File: src/hw/gcPkg.sv
package gcPkg;

	// controller link frame sizes
	localparam int POLL_BITS = 24;
	localparam int REPLY_BITS = 64;
	localparam int HIT_BITS = 8;
	localparam int MIC_BITS = 12;
	localparam int INDEX_BITS = 7;

	typedef logic [REPLY_BITS-1:0] replyWord;
	typedef logic [POLL_BITS-1:0] pollWord;
	typedef logic [INDEX_BITS-1:0] bitIndex;
	typedef logic [MIC_BITS-1:0] micLevel;
	typedef logic [HIT_BITS-1:0] hitByte;

	// status poll with rumble off
	localparam pollWord POLL_COMMAND = 24'h400300;

	// hit readings above this come in doubled
	localparam hitByte HIT_HALVE_LIMIT = 8'h35;

	// link FSM
	typedef enum logic [1:0] {
		idle,
		sending,
		receiving
	} linkState;

endpackage

File: src/hw/displayPkg.sv
package displayPkg;

	localparam int DIGIT_BITS = 4;
	localparam int SEG_BITS = 8;

	// one hex nibble per digit
	typedef logic [DIGIT_BITS-1:0] digit;

	// bit 7 decimal point, bits 6..0 are g..a, active high
	typedef logic [SEG_BITS-1:0] segments;

	localparam segments SEG_BLANK = 8'h00;

endpackage

File: src/hw/gcLink.sv
`timescale 1ns/1ps

module gcLink #(
	parameter int CLKS_PER_QUARTER = 4,
	parameter int POLL_PERIOD = 3000
) (
	input logic clk,
	input logic rst,
	input logic pollSent,
	input logic replyValid,
	input logic edgeSeen,
	output logic quarterTick,
	output logic startPoll,
	output logic listen
);

	localparam int QW = $clog2(CLKS_PER_QUARTER + 1);
	localparam int PW = $clog2(POLL_PERIOD + 1);
	localparam int TIMEOUT_SLOTS = 32;

	logic [QW-1:0] quarterCnt;
	logic [PW-1:0] periodCnt;
	logic [5:0] quietSlots;
	gcPkg::linkState state;
	logic pollDue;
	logic timedOut;

	assign pollDue = (periodCnt == PW'(POLL_PERIOD - 1));
	assign timedOut = (quietSlots == 6'(TIMEOUT_SLOTS));
	assign listen = (state == gcPkg::receiving);

	// quarter-bit strobe, runs regardless of link state
	always_ff @(posedge clk) begin
		if (rst) begin
			quarterCnt <= '0;
			quarterTick <= 1'b0;
		end else if (quarterCnt == QW'(CLKS_PER_QUARTER - 1)) begin
			quarterCnt <= '0;
			quarterTick <= 1'b1;
		end else begin
			quarterCnt <= quarterCnt + 1'b1;
			quarterTick <= 1'b0;
		end
	end

	always_ff @(posedge clk) begin
		if (rst) begin
			periodCnt <= '0;
		end else if (pollDue) begin
			periodCnt <= '0;
		end else begin
			periodCnt <= periodCnt + 1'b1;
		end
	end

	// quarter slots since the last falling edge of the reply
	always_ff @(posedge clk) begin
		if (rst) begin
			quietSlots <= '0;
		end else if (!listen || edgeSeen) begin
			quietSlots <= '0;
		end else if (quarterTick && !timedOut) begin
			quietSlots <= quietSlots + 1'b1;
		end
	end

	always_ff @(posedge clk) begin
		if (rst) begin
			state <= gcPkg::idle;
			startPoll <= 1'b0;
		end else begin
			startPoll <= 1'b0;
			case (state)
				gcPkg::idle: begin
					// a poll that comes due while busy is dropped
					if (pollDue) begin
						startPoll <= 1'b1;
						state <= gcPkg::sending;
					end
				end
				gcPkg::sending: begin
					if (pollSent) begin
						state <= gcPkg::receiving;
					end
				end
				gcPkg::receiving: begin
					// no controller on the port ends up here via timeout
					if (replyValid || timedOut) begin
						state <= gcPkg::idle;
					end
				end
				default: begin
					state <= gcPkg::idle;
				end
			endcase
		end
	end

endmodule

File: src/hw/pollEncoder.sv
`timescale 1ns/1ps

module pollEncoder #(
	parameter int CLKS_PER_QUARTER = 4
) (
	input logic clk,
	input logic rst,
	input logic startPoll,
	input logic quarterTick,
	output logic lineDrive,
	output logic pollSent
);

	localparam int TW = $clog2(CLKS_PER_QUARTER + 1);
	localparam gcPkg::bitIndex STOP_INDEX = gcPkg::bitIndex'(gcPkg::POLL_BITS);

	gcPkg::pollWord shiftReg;
	gcPkg::bitIndex bitIdx;
	logic [1:0] slot;
	logic busy;
	logic tail;
	logic [TW-1:0] tailCnt;
	logic bitVal;
	logic lowSlot;
	logic lastSlot;
	logic load;

	assign load = startPoll && !busy && !tail;

	// command bits msb first, then a stop bit of 1
	assign bitVal = (bitIdx < STOP_INDEX) ? shiftReg[gcPkg::POLL_BITS-1] : 1'b1;
	// slot 0 always low, slots 1 and 2 low only for a 0
	assign lowSlot = (slot == 2'd0) || (!bitVal && slot != 2'd3);
	assign lastSlot = (bitIdx == STOP_INDEX) && (slot == 2'd3);

	always_ff @(posedge clk) begin
		if (load) begin
			shiftReg <= gcPkg::POLL_COMMAND;
		end else if (busy && quarterTick && slot == 2'd3) begin
			shiftReg <= shiftReg << 1;
		end
	end

	always_ff @(posedge clk) begin
		if (rst) begin
			busy <= 1'b0;
			tail <= 1'b0;
			tailCnt <= '0;
			slot <= 2'd0;
			bitIdx <= '0;
			lineDrive <= 1'b0;
			pollSent <= 1'b0;
		end else begin
			pollSent <= 1'b0;
			if (load) begin
				busy <= 1'b1;
				slot <= 2'd0;
				bitIdx <= '0;
			end else if (busy && quarterTick) begin
				lineDrive <= lowSlot;
				slot <= slot + 2'd1;
				if (slot == 2'd3) begin
					bitIdx <= bitIdx + 1'b1;
				end
				if (lastSlot) begin
					busy <= 1'b0;
					tail <= 1'b1;
					tailCnt <= TW'(CLKS_PER_QUARTER - 1);
				end
			end else if (tail) begin
				// wait out the high slot that ends the stop bit
				if (tailCnt == '0) begin
					tail <= 1'b0;
					pollSent <= 1'b1;
				end else begin
					tailCnt <= tailCnt - 1'b1;
				end
			end
		end
	end

endmodule

File: src/hw/replyDecoder.sv
`timescale 1ns/1ps

module replyDecoder #(
	parameter int CLKS_PER_QUARTER = 4
) (
	input logic clk,
	input logic rst,
	input logic lineIn,
	input logic listen,
	output logic edgeSeen,
	output logic replyValid,
	output gcPkg::replyWord replyData
);

	localparam int LW = $clog2(4 * CLKS_PER_QUARTER) + 1;
	localparam int ONE_LIMIT = 2 * CLKS_PER_QUARTER;
	localparam gcPkg::bitIndex LAST_INDEX = gcPkg::bitIndex'(gcPkg::REPLY_BITS - 1);
	localparam gcPkg::bitIndex DONE_INDEX = gcPkg::bitIndex'(gcPkg::REPLY_BITS);

	logic [1:0] lineSync;
	logic linePrev;
	logic fall;
	logic rise;
	logic [LW-1:0] lowCnt;
	gcPkg::bitIndex bitCnt;
	gcPkg::replyWord shiftReg;
	logic rxBit;
	logic frameDone;
	logic takeBit;

	assign fall = linePrev && !lineSync[1];
	assign rise = !linePrev && lineSync[1];
	assign edgeSeen = fall;
	// short low pulse means 1
	assign rxBit = (lowCnt < LW'(ONE_LIMIT));
	// the stop bit after bit 0 is not shifted in
	assign frameDone = (bitCnt == DONE_INDEX);
	assign takeBit = listen && rise && !frameDone;
	assign replyData = shiftReg;

	// wire idles high through the pull-up
	always_ff @(posedge clk) begin
		if (rst) begin
			lineSync <= 2'b11;
			linePrev <= 1'b1;
		end else begin
			lineSync <= {lineSync[0], lineIn};
			linePrev <= lineSync[1];
		end
	end

	// low time in clk cycles, saturating
	always_ff @(posedge clk) begin
		if (rst) begin
			lowCnt <= '0;
		end else if (fall) begin
			lowCnt <= LW'(1);
		end else if (!lineSync[1] && lowCnt != '1) begin
			lowCnt <= lowCnt + 1'b1;
		end
	end

	always_ff @(posedge clk) begin
		if (takeBit) begin
			shiftReg <= {shiftReg[gcPkg::REPLY_BITS-2:0], rxBit};
		end
	end

	always_ff @(posedge clk) begin
		if (rst) begin
			bitCnt <= '0;
			replyValid <= 1'b0;
		end else if (!listen) begin
			bitCnt <= '0;
			replyValid <= 1'b0;
		end else begin
			replyValid <= 1'b0;
			if (takeBit) begin
				bitCnt <= bitCnt + 1'b1;
				if (bitCnt == LAST_INDEX) begin
					replyValid <= 1'b1;
				end
			end
		end
	end

endmodule

File: src/hw/bongoDisplay.sv
`timescale 1ns/1ps

module bongoDisplay (
	input logic clk,
	input logic rst,
	input logic replyValid,
	input gcPkg::replyWord replyData,
	output gcPkg::hitByte hit,
	output gcPkg::micLevel mic,
	output logic frameValid,
	output displayPkg::digit dig1,
	output displayPkg::digit dig0,
	output displayPkg::segments seg1,
	output displayPkg::segments seg0
);

	gcPkg::hitByte rawHit;
	gcPkg::hitByte scaledHit;

	// hex to g..a, decimal point left off
	function automatic displayPkg::segments hexSeg(input displayPkg::digit d);
		hexSeg = displayPkg::SEG_BLANK;
		case (d)
			4'h0: hexSeg[6:0] = 7'h3F;
			4'h1: hexSeg[6:0] = 7'h06;
			4'h2: hexSeg[6:0] = 7'h5B;
			4'h3: hexSeg[6:0] = 7'h4F;
			4'h4: hexSeg[6:0] = 7'h66;
			4'h5: hexSeg[6:0] = 7'h6D;
			4'h6: hexSeg[6:0] = 7'h7D;
			4'h7: hexSeg[6:0] = 7'h07;
			4'h8: hexSeg[6:0] = 7'h7F;
			4'h9: hexSeg[6:0] = 7'h6F;
			4'hA: hexSeg[6:0] = 7'h77;
			4'hB: hexSeg[6:0] = 7'h7C;
			4'hC: hexSeg[6:0] = 7'h39;
			4'hD: hexSeg[6:0] = 7'h5E;
			4'hE: hexSeg[6:0] = 7'h79;
			default: hexSeg[6:0] = 7'h71;
		endcase
	endfunction

	assign rawHit = replyData[gcPkg::REPLY_BITS-1 -: gcPkg::HIT_BITS];
	assign scaledHit = (rawHit > gcPkg::HIT_HALVE_LIMIT) ? (rawHit >> 1) : rawHit;

	always_ff @(posedge clk) begin
		if (rst) begin
			hit <= '0;
			mic <= '0;
			frameValid <= 1'b0;
			dig1 <= '0;
			dig0 <= '0;
			seg1 <= hexSeg(4'h0);
			seg0 <= hexSeg(4'h0);
		end else begin
			frameValid <= replyValid;
			if (replyValid) begin
				hit <= scaledHit;
				mic <= replyData[gcPkg::MIC_BITS-1:0];
				dig1 <= scaledHit[7:4];
				dig0 <= scaledHit[3:0];
				seg1 <= hexSeg(scaledHit[7:4]);
				seg0 <= hexSeg(scaledHit[3:0]);
			end
		end
	end

endmodule

File: src/hw/bongoReader.sv
`timescale 1ns/1ps

module bongoReader #(
	parameter int CLKS_PER_QUARTER = 4,
	parameter int POLL_PERIOD = 3000
) (
	input logic clk,
	input logic rst,
	input logic lineIn,
	output logic lineDrive,
	output logic frameValid,
	output gcPkg::hitByte hit,
	output gcPkg::micLevel mic,
	output displayPkg::digit dig1,
	output displayPkg::digit dig0,
	output displayPkg::segments seg1,
	output displayPkg::segments seg0
);

	logic quarterTick;
	logic startPoll;
	logic listen;
	logic pollSent;
	logic edgeSeen;
	logic replyValid;
	gcPkg::replyWord replyData;

	gcLink #(
		.CLKS_PER_QUARTER(CLKS_PER_QUARTER),
		.POLL_PERIOD(POLL_PERIOD)
	) u_gcLink (
		.clk(clk),
		.rst(rst),
		.pollSent(pollSent),
		.replyValid(replyValid),
		.edgeSeen(edgeSeen),
		.quarterTick(quarterTick),
		.startPoll(startPoll),
		.listen(listen)
	);

	pollEncoder #(
		.CLKS_PER_QUARTER(CLKS_PER_QUARTER)
	) u_pollEncoder (
		.clk(clk),
		.rst(rst),
		.startPoll(startPoll),
		.quarterTick(quarterTick),
		.lineDrive(lineDrive),
		.pollSent(pollSent)
	);

	replyDecoder #(
		.CLKS_PER_QUARTER(CLKS_PER_QUARTER)
	) u_replyDecoder (
		.clk(clk),
		.rst(rst),
		.lineIn(lineIn),
		.listen(listen),
		.edgeSeen(edgeSeen),
		.replyValid(replyValid),
		.replyData(replyData)
	);

	bongoDisplay u_bongoDisplay (
		.clk(clk),
		.rst(rst),
		.replyValid(replyValid),
		.replyData(replyData),
		.hit(hit),
		.mic(mic),
		.frameValid(frameValid),
		.dig1(dig1),
		.dig0(dig0),
		.seg1(seg1),
		.seg0(seg0)
	);

endmodule

File: config.mk
export PLATFORM = sky130hd
export DESIGN_NAME = bongoReader
export DESIGN_NICKNAME = d
export VERILOG_FILES = /design/src/hw/gcPkg.sv /design/src/hw/displayPkg.sv /design/src/hw/gcLink.sv /design/src/hw/pollEncoder.sv /design/src/hw/replyDecoder.sv /design/src/hw/bongoDisplay.sv /design/src/hw/bongoReader.sv
export SDC_FILE = /design/constraint.sdc
export NUM_CORES = 1
export LEC_CHECK = 0
export BUFFER_PORTS_ARGS = -buffer_cell sky130_fd_sc_hd__buf_2
export CAP_MARGIN = 20
export CORE_AREA = 2 2 157 159
export CTS_CLUSTER_SIZE = 20
export DETAILED_ROUTE_END_ITERATION = 6
export DIE_AREA = 0 0 159 161
export PLACE_DENSITY = 0.5
export SLEW_MARGIN = 10
export SYNTH_ARGS = -nofsm -noshare
export SYNTH_HDL_FRONTEND = slang
export SYNTH_HIERARCHICAL = 1
export SYNTH_SLANG_ARGS = --single-unit
File: constraint.sdc
create_clock -name clk -period 4.5 [get_ports clk]
set_input_delay 0 -clock clk [delete_from_list [all_inputs] [get_ports clk]]
set_output_delay 0 -clock clk [all_outputs]
set_load 0.05 [all_outputs]
==> summary.txt, run 1 <==
GRT
  – GRT Util Overall: 10.53%
  – Vias in the first global route: 4556
  – Total grt overflow: 0
  – Largest net degree at the start of global routing: 58
  – Antenna violations before repair: 0
  – First-pass GRT wire length: 22260 um

Timing
  – Final Max Slew Viols: 0
  – Final Skew: 8.418 ps
  – Fin crit share: 64.62%
  – Post-route setup TNS: 0 ps
  – Max Freq: 0.3439 GHz
  – RSZ-0062 raised after global routing: false
  – Final min period: 2908 ps
  – Final hold vios: 0
  – Worst-margin pin slew: 779.1 ps
  – Worst relative slew slack: 47.91%
  – Final setup vio count: 0

Synth
  – Ys async rst share: 0%
  – Seq/Total Area, Yosys: 58.04%
  – Avg Cell Area, Syn: 11.19 um2
  – Yosys reg bits: 172
  – Post-synth EDFFs: 64
  – Post-synth top area share: 30.73%
  – Synth top area cells: dfxtp_1, edfxtp_1, ha_1
  – Cell area after synthesis: 7037 um2
  – Netlist cell types: 76
  – Post-synthesis cell count: 629
  – Post-synth top flop: dfxtp_1
  – Biggest area consumer among synthesized cells: dfxtp_1
  – Ys Warns: 6

Floorplan
  – IO Count: 49
  – DIE HEIGHT: 161 um
  – Initial Util: 29.37%
  – Core Area: 23960 um2
  – Row cnt: 57
  – Die area: 25600 um2
  – Die Wd: 159 um

Critical path
  – CP Launch Type: flip-flop
  – CP startpoint: u_replyDecoder/replyData[63]
  – Reg2Reg Depth: 9
  – WP data required: 4810 ps
  – Setup CP Type: reg2reg
  – Worst setup EP type: flip-flop
  – R2r startpoint: u_replyDecoder/replyData[63]
  – CP max FO: 15
  – Worst EP arrival: 3220 ps

Drt
  – Vias per cell: 4.651
  – Top layer in use: met4
  – WL final: 13240 um
  – DR iter-0 viols: 322
  – Post-DRT Antenna Nets: 0
  – DRC violations left: 0
  – Routed length per placed instance: 13.23 um
  – WL met3: 376 um
  – Vias: 4656
  – DR pass1 iterations: 4
  – Met1 WL: 6339 um
  – Met2 routed WL: 6385 um

Worst hold path
  – WHS Path Cells: 2
  – Hold_sp: rst
  – Worst hold path type: in2reg

Clock tree
  – Clk_lat worst skew: 420 ps
  – Post-CTS Setup Bufs: 0
  – CTS tree: done
  – Clock sink count: 172
  – Clock buffer depth: 2
  – TritonCTS Buffers: 17
  – # H-tree levels: 4
  – Root buf cell: clkbuf_16
  – Clock slew at reported path FFs: 70 ps

Cells and area
  – Layout cells sized above 1: 15.66%
  – Area Growth Syn to Fin: 14.92%
  – Most common cell after layout, fill and taps aside: dfxtp_1
  – Filler cell count: 2421
  – Ant. Diodes: 0
  – Post-layout nets: 695
  – Most frequent cells in the layout: dfxtp_1, edfxtp_1, nand2_1, buf_2, a21oi_1
  – Non-Filler Instances: 1001

Run
  – Max_cap viols: 0

Pwr
  – Leak: 2.834 nW
  – Total Power: 0.003073 W
  – PwrDens: 380.0 nW/um2
  – VDD IR-drop max: 0.2450 mV

Place
  – Post-DP HPWL: 8622 um
  – PortBufs: 46
  – DP Cell Count: 968
  – Final Wtd Congestion: 0.8228

Outcome
  – Outcome: finished, final reports clean
critical path, cell delays in order, from the launching register on:
cell,delay [ps]
edfxtp_1,600
or2_1,390
a31oi_2,280
a22oi_1,250
inv_1,180
ha_1,240
a21boi_0,110
a2111oi_0,390
a21oi_1,90
a32o_1,280
path summary, 6_finish.rpt:
check                                               endpoint  slack [ps]
worst max-delay path                  u_bongoDisplay/seg0[6]        1590
worst min-delay path                   u_gcLink/periodCnt[2]         140
worst max register to register        u_bongoDisplay/seg0[6]        1590
worst min register to register  u_replyDecoder/replyData[47]         420
synthesized netlist by cell type (12+ instances only):
master	count
nor2_1	42
clkbuf_1	14
a211oi_1	12
edfxtp_1	64
a21oi_1	46
inv_1	25
ha_1	28
nand3_1	15
or3_1	12
nand2_1	62
mux2i_1	19
o21ai_0	22
dfxtp_1	108
stage by stage:
step | hold WS (ps) | worst slack [ps] | utilization, % | instance area [um2]
floorplan | 69.07 | 1294 | - | 7041
global placement | 203.3 | 1785 | 31.31 | 7503
detailed placement | 193.3 | 1659 | 31.31 | 7503
CTS | 121.7 | 1651 | 33.75 | 8087
global route | 168.4 | 1375 | 33.75 | 8087
finish | 135.1 | 1592 | 33.75 | 8087
metal layers:
layer / up-vias / GRT usage, %
li1: 2336 / -
met1: 2249 / 13.27
met2: 64 / 17.51
met3: 7 / 3.133
met4: 0 / 3.140
met5: - / 0
sequential cells by signal, indices dropped and copies added, names as in the netlist, 6 cells and up:
signal	cells
u_replyDecoder/replyData	64
u_replyDecoder/bitCnt	7
u_bongoDisplay/seg1	7
u_pollEncoder/bitIdx	7
u_gcLink/quietSlots	6
u_bongoDisplay/hit	8
u_gcLink/periodCnt	12
u_pollEncoder/shiftReg	16
u_bongoDisplay/seg0	7
u_bongoDisplay/mic	12
what timing repair did:
action	in CTS	in global routing
hold buffers	1	0
gates resized for setup	0	0
endpoints found under the hold margin	1	0
endpoints found under the setup margin	0	0
where the power goes:
group          switching [W]  total [W]  internal [W]
clock               0.000632    0.00142      0.000790
sequential        0.00000666    0.00162       0.00161
combinational      0.0000232  0.0000352     0.0000120
total               0.000662    0.00307       0.00241
area by class of cell:
| class | count | area, um2 | share of cell area, % |
|---|---|---|---|
| sequential | 172 | 4084 | 50.50 |
| multi-input combinational | 396 | 2656 | 32.85 |
| clock buffer | 19 | 442.9 | 5.477 |
| tap | 324 | 405.4 | 5.013 |
| timing repair buffer | 51 | 270.3 | 3.342 |
| clock inverter | 13 | 130.1 | 1.609 |
| inverter | 26 | 97.59 | 1.207 |
cell families after synthesis:
logic type | Yosys count | synth area share [%]
buf+inv | 62 | 4.374
flops | 172 | 58.04
fa+ha+maj | 28 | 4.979
compound gates | 132 | 12.82
mux | 19 | 2.703
other cells | 1 | 0.05329
simple gates | 205 | 15.79
xor+xnor | 10 | 1.245
(Power assumes the default switching activity.)
==> run 2, diff against run 1 <==
Settings changed: PLACE_DENSITY 0.5 to 0.51.
Clock period 4.5 ns to 2.5 ns, I/O delays scaled along.
==> run 2 against run 1 <==
Effect of this change:
- cell area up 1.9%
- first-iteration DRC count down 5.0%
- critical path depth unchanged
- non-clock buffer count up 13
- clock skew up 2.0 ps
- via count down 1.5%
- hold slack worse by 120 ps
- fmax up 26%
- sequential cell count unchanged
- final cell count up 1.3%
- setup slack worse by 1400 ps
- critical path type unchanged
- largest power group unchanged
==> summary.txt, run 2 (synthesis gave the netlist of run 1 again) <==
Clock tree
  – Clk_lat worst skew: 420 ps
  – Clock slew at reported path FFs: 70 ps
  – Post-CTS resize count: 0
  – Post-CTS Setup Bufs: 0
  – # H-tree levels: 4
  – Root buf cell: clkbuf_16
  – Cts hold-fix bufs: 1
  – Clock sink count: 172
  – TritonCTS Buffers: 17
  – Clock buffer depth: 2
  – CTS tree: done

Timing
  – Worst-margin pin slew: 604.5 ps
  – Final min period: 2310 ps
  – Final Max Slew Viols: 0
  – Worst relative slew slack: 59.13%
  – Final hold vios: 0
  – RSZ-0062 raised after global routing: false
  – Worst Slack Setup Final: 190.4 ps
  – Fin crit share: 92.38%
  – Final Skew: 10.37 ps
  – Final setup vio count: 0
  – Max Freq: 0.4330 GHz
  – Post-route setup TNS: 0 ps
  – Hold_ws: 12.35 ps

Floorplan
  – DIE HEIGHT: 161 um
  – Die Wd: 159 um
  – Core Area: 23960 um2
  – Row cnt: 57
  – IO Count: 49
  – Initial Util: 29.37%
  – Die area: 25600 um2

Critical path
  – Worst setup EP type: flip-flop
  – Worst EP arrival: 2630 ps
  – CP Launch Type: flip-flop
  – WP data required: 2820 ps
  – Crit Reg-Reg Endpoint: u_bongoDisplay/seg0[6]
  – CP max FO: 4
  – Setup CP Type: reg2reg
  – R2r startpoint: u_replyDecoder/replyData[62]
  – Reg2Reg Depth: 9
  – Flop2flop setup slack: 190 ps

Pwr
  – Switching Fraction: 22.10%
  – Cell Int Power: 0.004448 W
  – Psw: 0.001262 W
  – VDD IR-drop max: 0.3508 mV
  – PwrDens: 692.6 nW/um2
  – Leak: 2.923 nW
  – Clock Power Share: 47.9%
  – Combinational power share: 1.1%
  – Reg power frac: 50.9%

GRT
  – Top Usage Layer GRT: met2
  – Met3 usage: 3.107%
  – First-pass GRT wire length: 22000 um
  – GRT Util Overall: 10.52%
  – Routing usage on met1: 14.10%
  – Vias in the first global route: 4411
  – Met2 GRT Util: 16.44%
  – Antenna violations before repair: 0
  – Largest net degree at the start of global routing: 65
  – Total grt overflow: 0

Cells and area
  – Most common cell after layout, fill and taps aside: dfxtp_1
  – Post-layout nets: 708
  – Layout cells sized above 1: 17.54%
  – Area Growth Syn to Fin: 17.16%
  – Post-Route Utilization: 34.40%
  – Non-Filler Instances: 1014
  – Flip-flop count of the largest register after layout: 64
  – Ant. Diodes: 0
  – Filler cell count: 2419
  – Most frequent cells in the layout: dfxtp_1, edfxtp_1, nand2_1, buf_2, a21oi_1

Place
  – PortBufs: 46
  – DP Cell Count: 981
  – Post-DP HPWL: 8416 um
  – Final Wtd Congestion: 0.7845
  – Post-Place Setup Slack: 183.5 ps

Drt
  – DRC violations left: 0
  – DR pass1 iterations: 5
  – Vias per cell: 4.525
  – DR iter-0 viols: 306
  – Post-DRT Antenna Nets: 0
  – Routed length per placed instance: 12.73 um
  – Vias: 4588
  – WL final: 12910 um

Worst hold path
  – Hold_sp: rst
  – WHS Path Cells: 2
  – Worst Hold End: u_gcLink/periodCnt[2]
  – Worst hold path type: in2reg

Run
  – Max_cap viols: 0

Outcome
  – Outcome: finished, final reports clean
-- run 2: final cells by class --
type | count | area [um2] | share of cell area [%]
flip-flops and latches | 172 | 4085 | 49.55
multi-input cells | 396 | 2656 | 32.22
clock buffers | 17 | 425.4 | 5.160
well taps | 324 | 405.4 | 4.917
repair buffers | 64 | 380.4 | 4.614
clock inverters | 15 | 193.9 | 2.352
inverters | 26 | 97.59 | 1.184
-- run 2: critical path, cell delays in order, from the launching register on --
cell,delay [ps]
edfxtp_1,380
or2_1,260
a31oi_2,270
mux2i_1,170
inv_1,140
ha_1,230
a21boi_0,100
a2111oi_0,320
a21oi_1,90
a32o_1,270
-- run 2: worst max-delay path by stage --
| stage | to | from | slack [ps] |
|---|---|---|---|
| 2_1_floorplan | u_replyDecoder/bitCnt[1] | u_replyDecoder/bitCnt[0] | 100 |
| 3_3_place_gp | u_bongoDisplay/seg0[6] | u_replyDecoder/replyData[62] | 250 |
| 3_5_place_dp | u_bongoDisplay/seg0[6] | u_replyDecoder/replyData[62] | 180 |
| 4_1_cts | u_bongoDisplay/seg0[6] | u_replyDecoder/replyData[62] | 190 |
| 5_1_grt | u_bongoDisplay/seg0[6] | u_replyDecoder/replyData[62] | 3 |
| 6_report | u_bongoDisplay/seg0[6] | u_replyDecoder/replyData[62] | 190 |
-- run 2: power groups by stage --
stage,logic (W),clock network [W],registers (W)
floorplan,0.0000517,0,0.00297
global placement,0.0000643,0,0.00297
detailed placement,0.0000653,0,0.00297
CTS,0.0000674,0.00282,0.00291
global route,0.0000739,0.00295,0.00291
finish,0.0000651,0.00274,0.00291
-- run 2: routing by layer --
layer,part of all wire [%],wire [um]
met1,50,6482
met4,1.1,143
met2,45,5843
met3,3.4,437
met5,0,0
-- run 2: metrics by stage --
| step | instance area, um2 | power, W |
|---|---|---|
| floorplan | 7048 | 0.003020 |
| global placement | 7615 | 0.003035 |
| detailed placement | 7615 | 0.003036 |
| CTS | 8244 | 0.005797 |
| global route | 8244 | 0.005930 |
| finish | 8244 | 0.005710 |
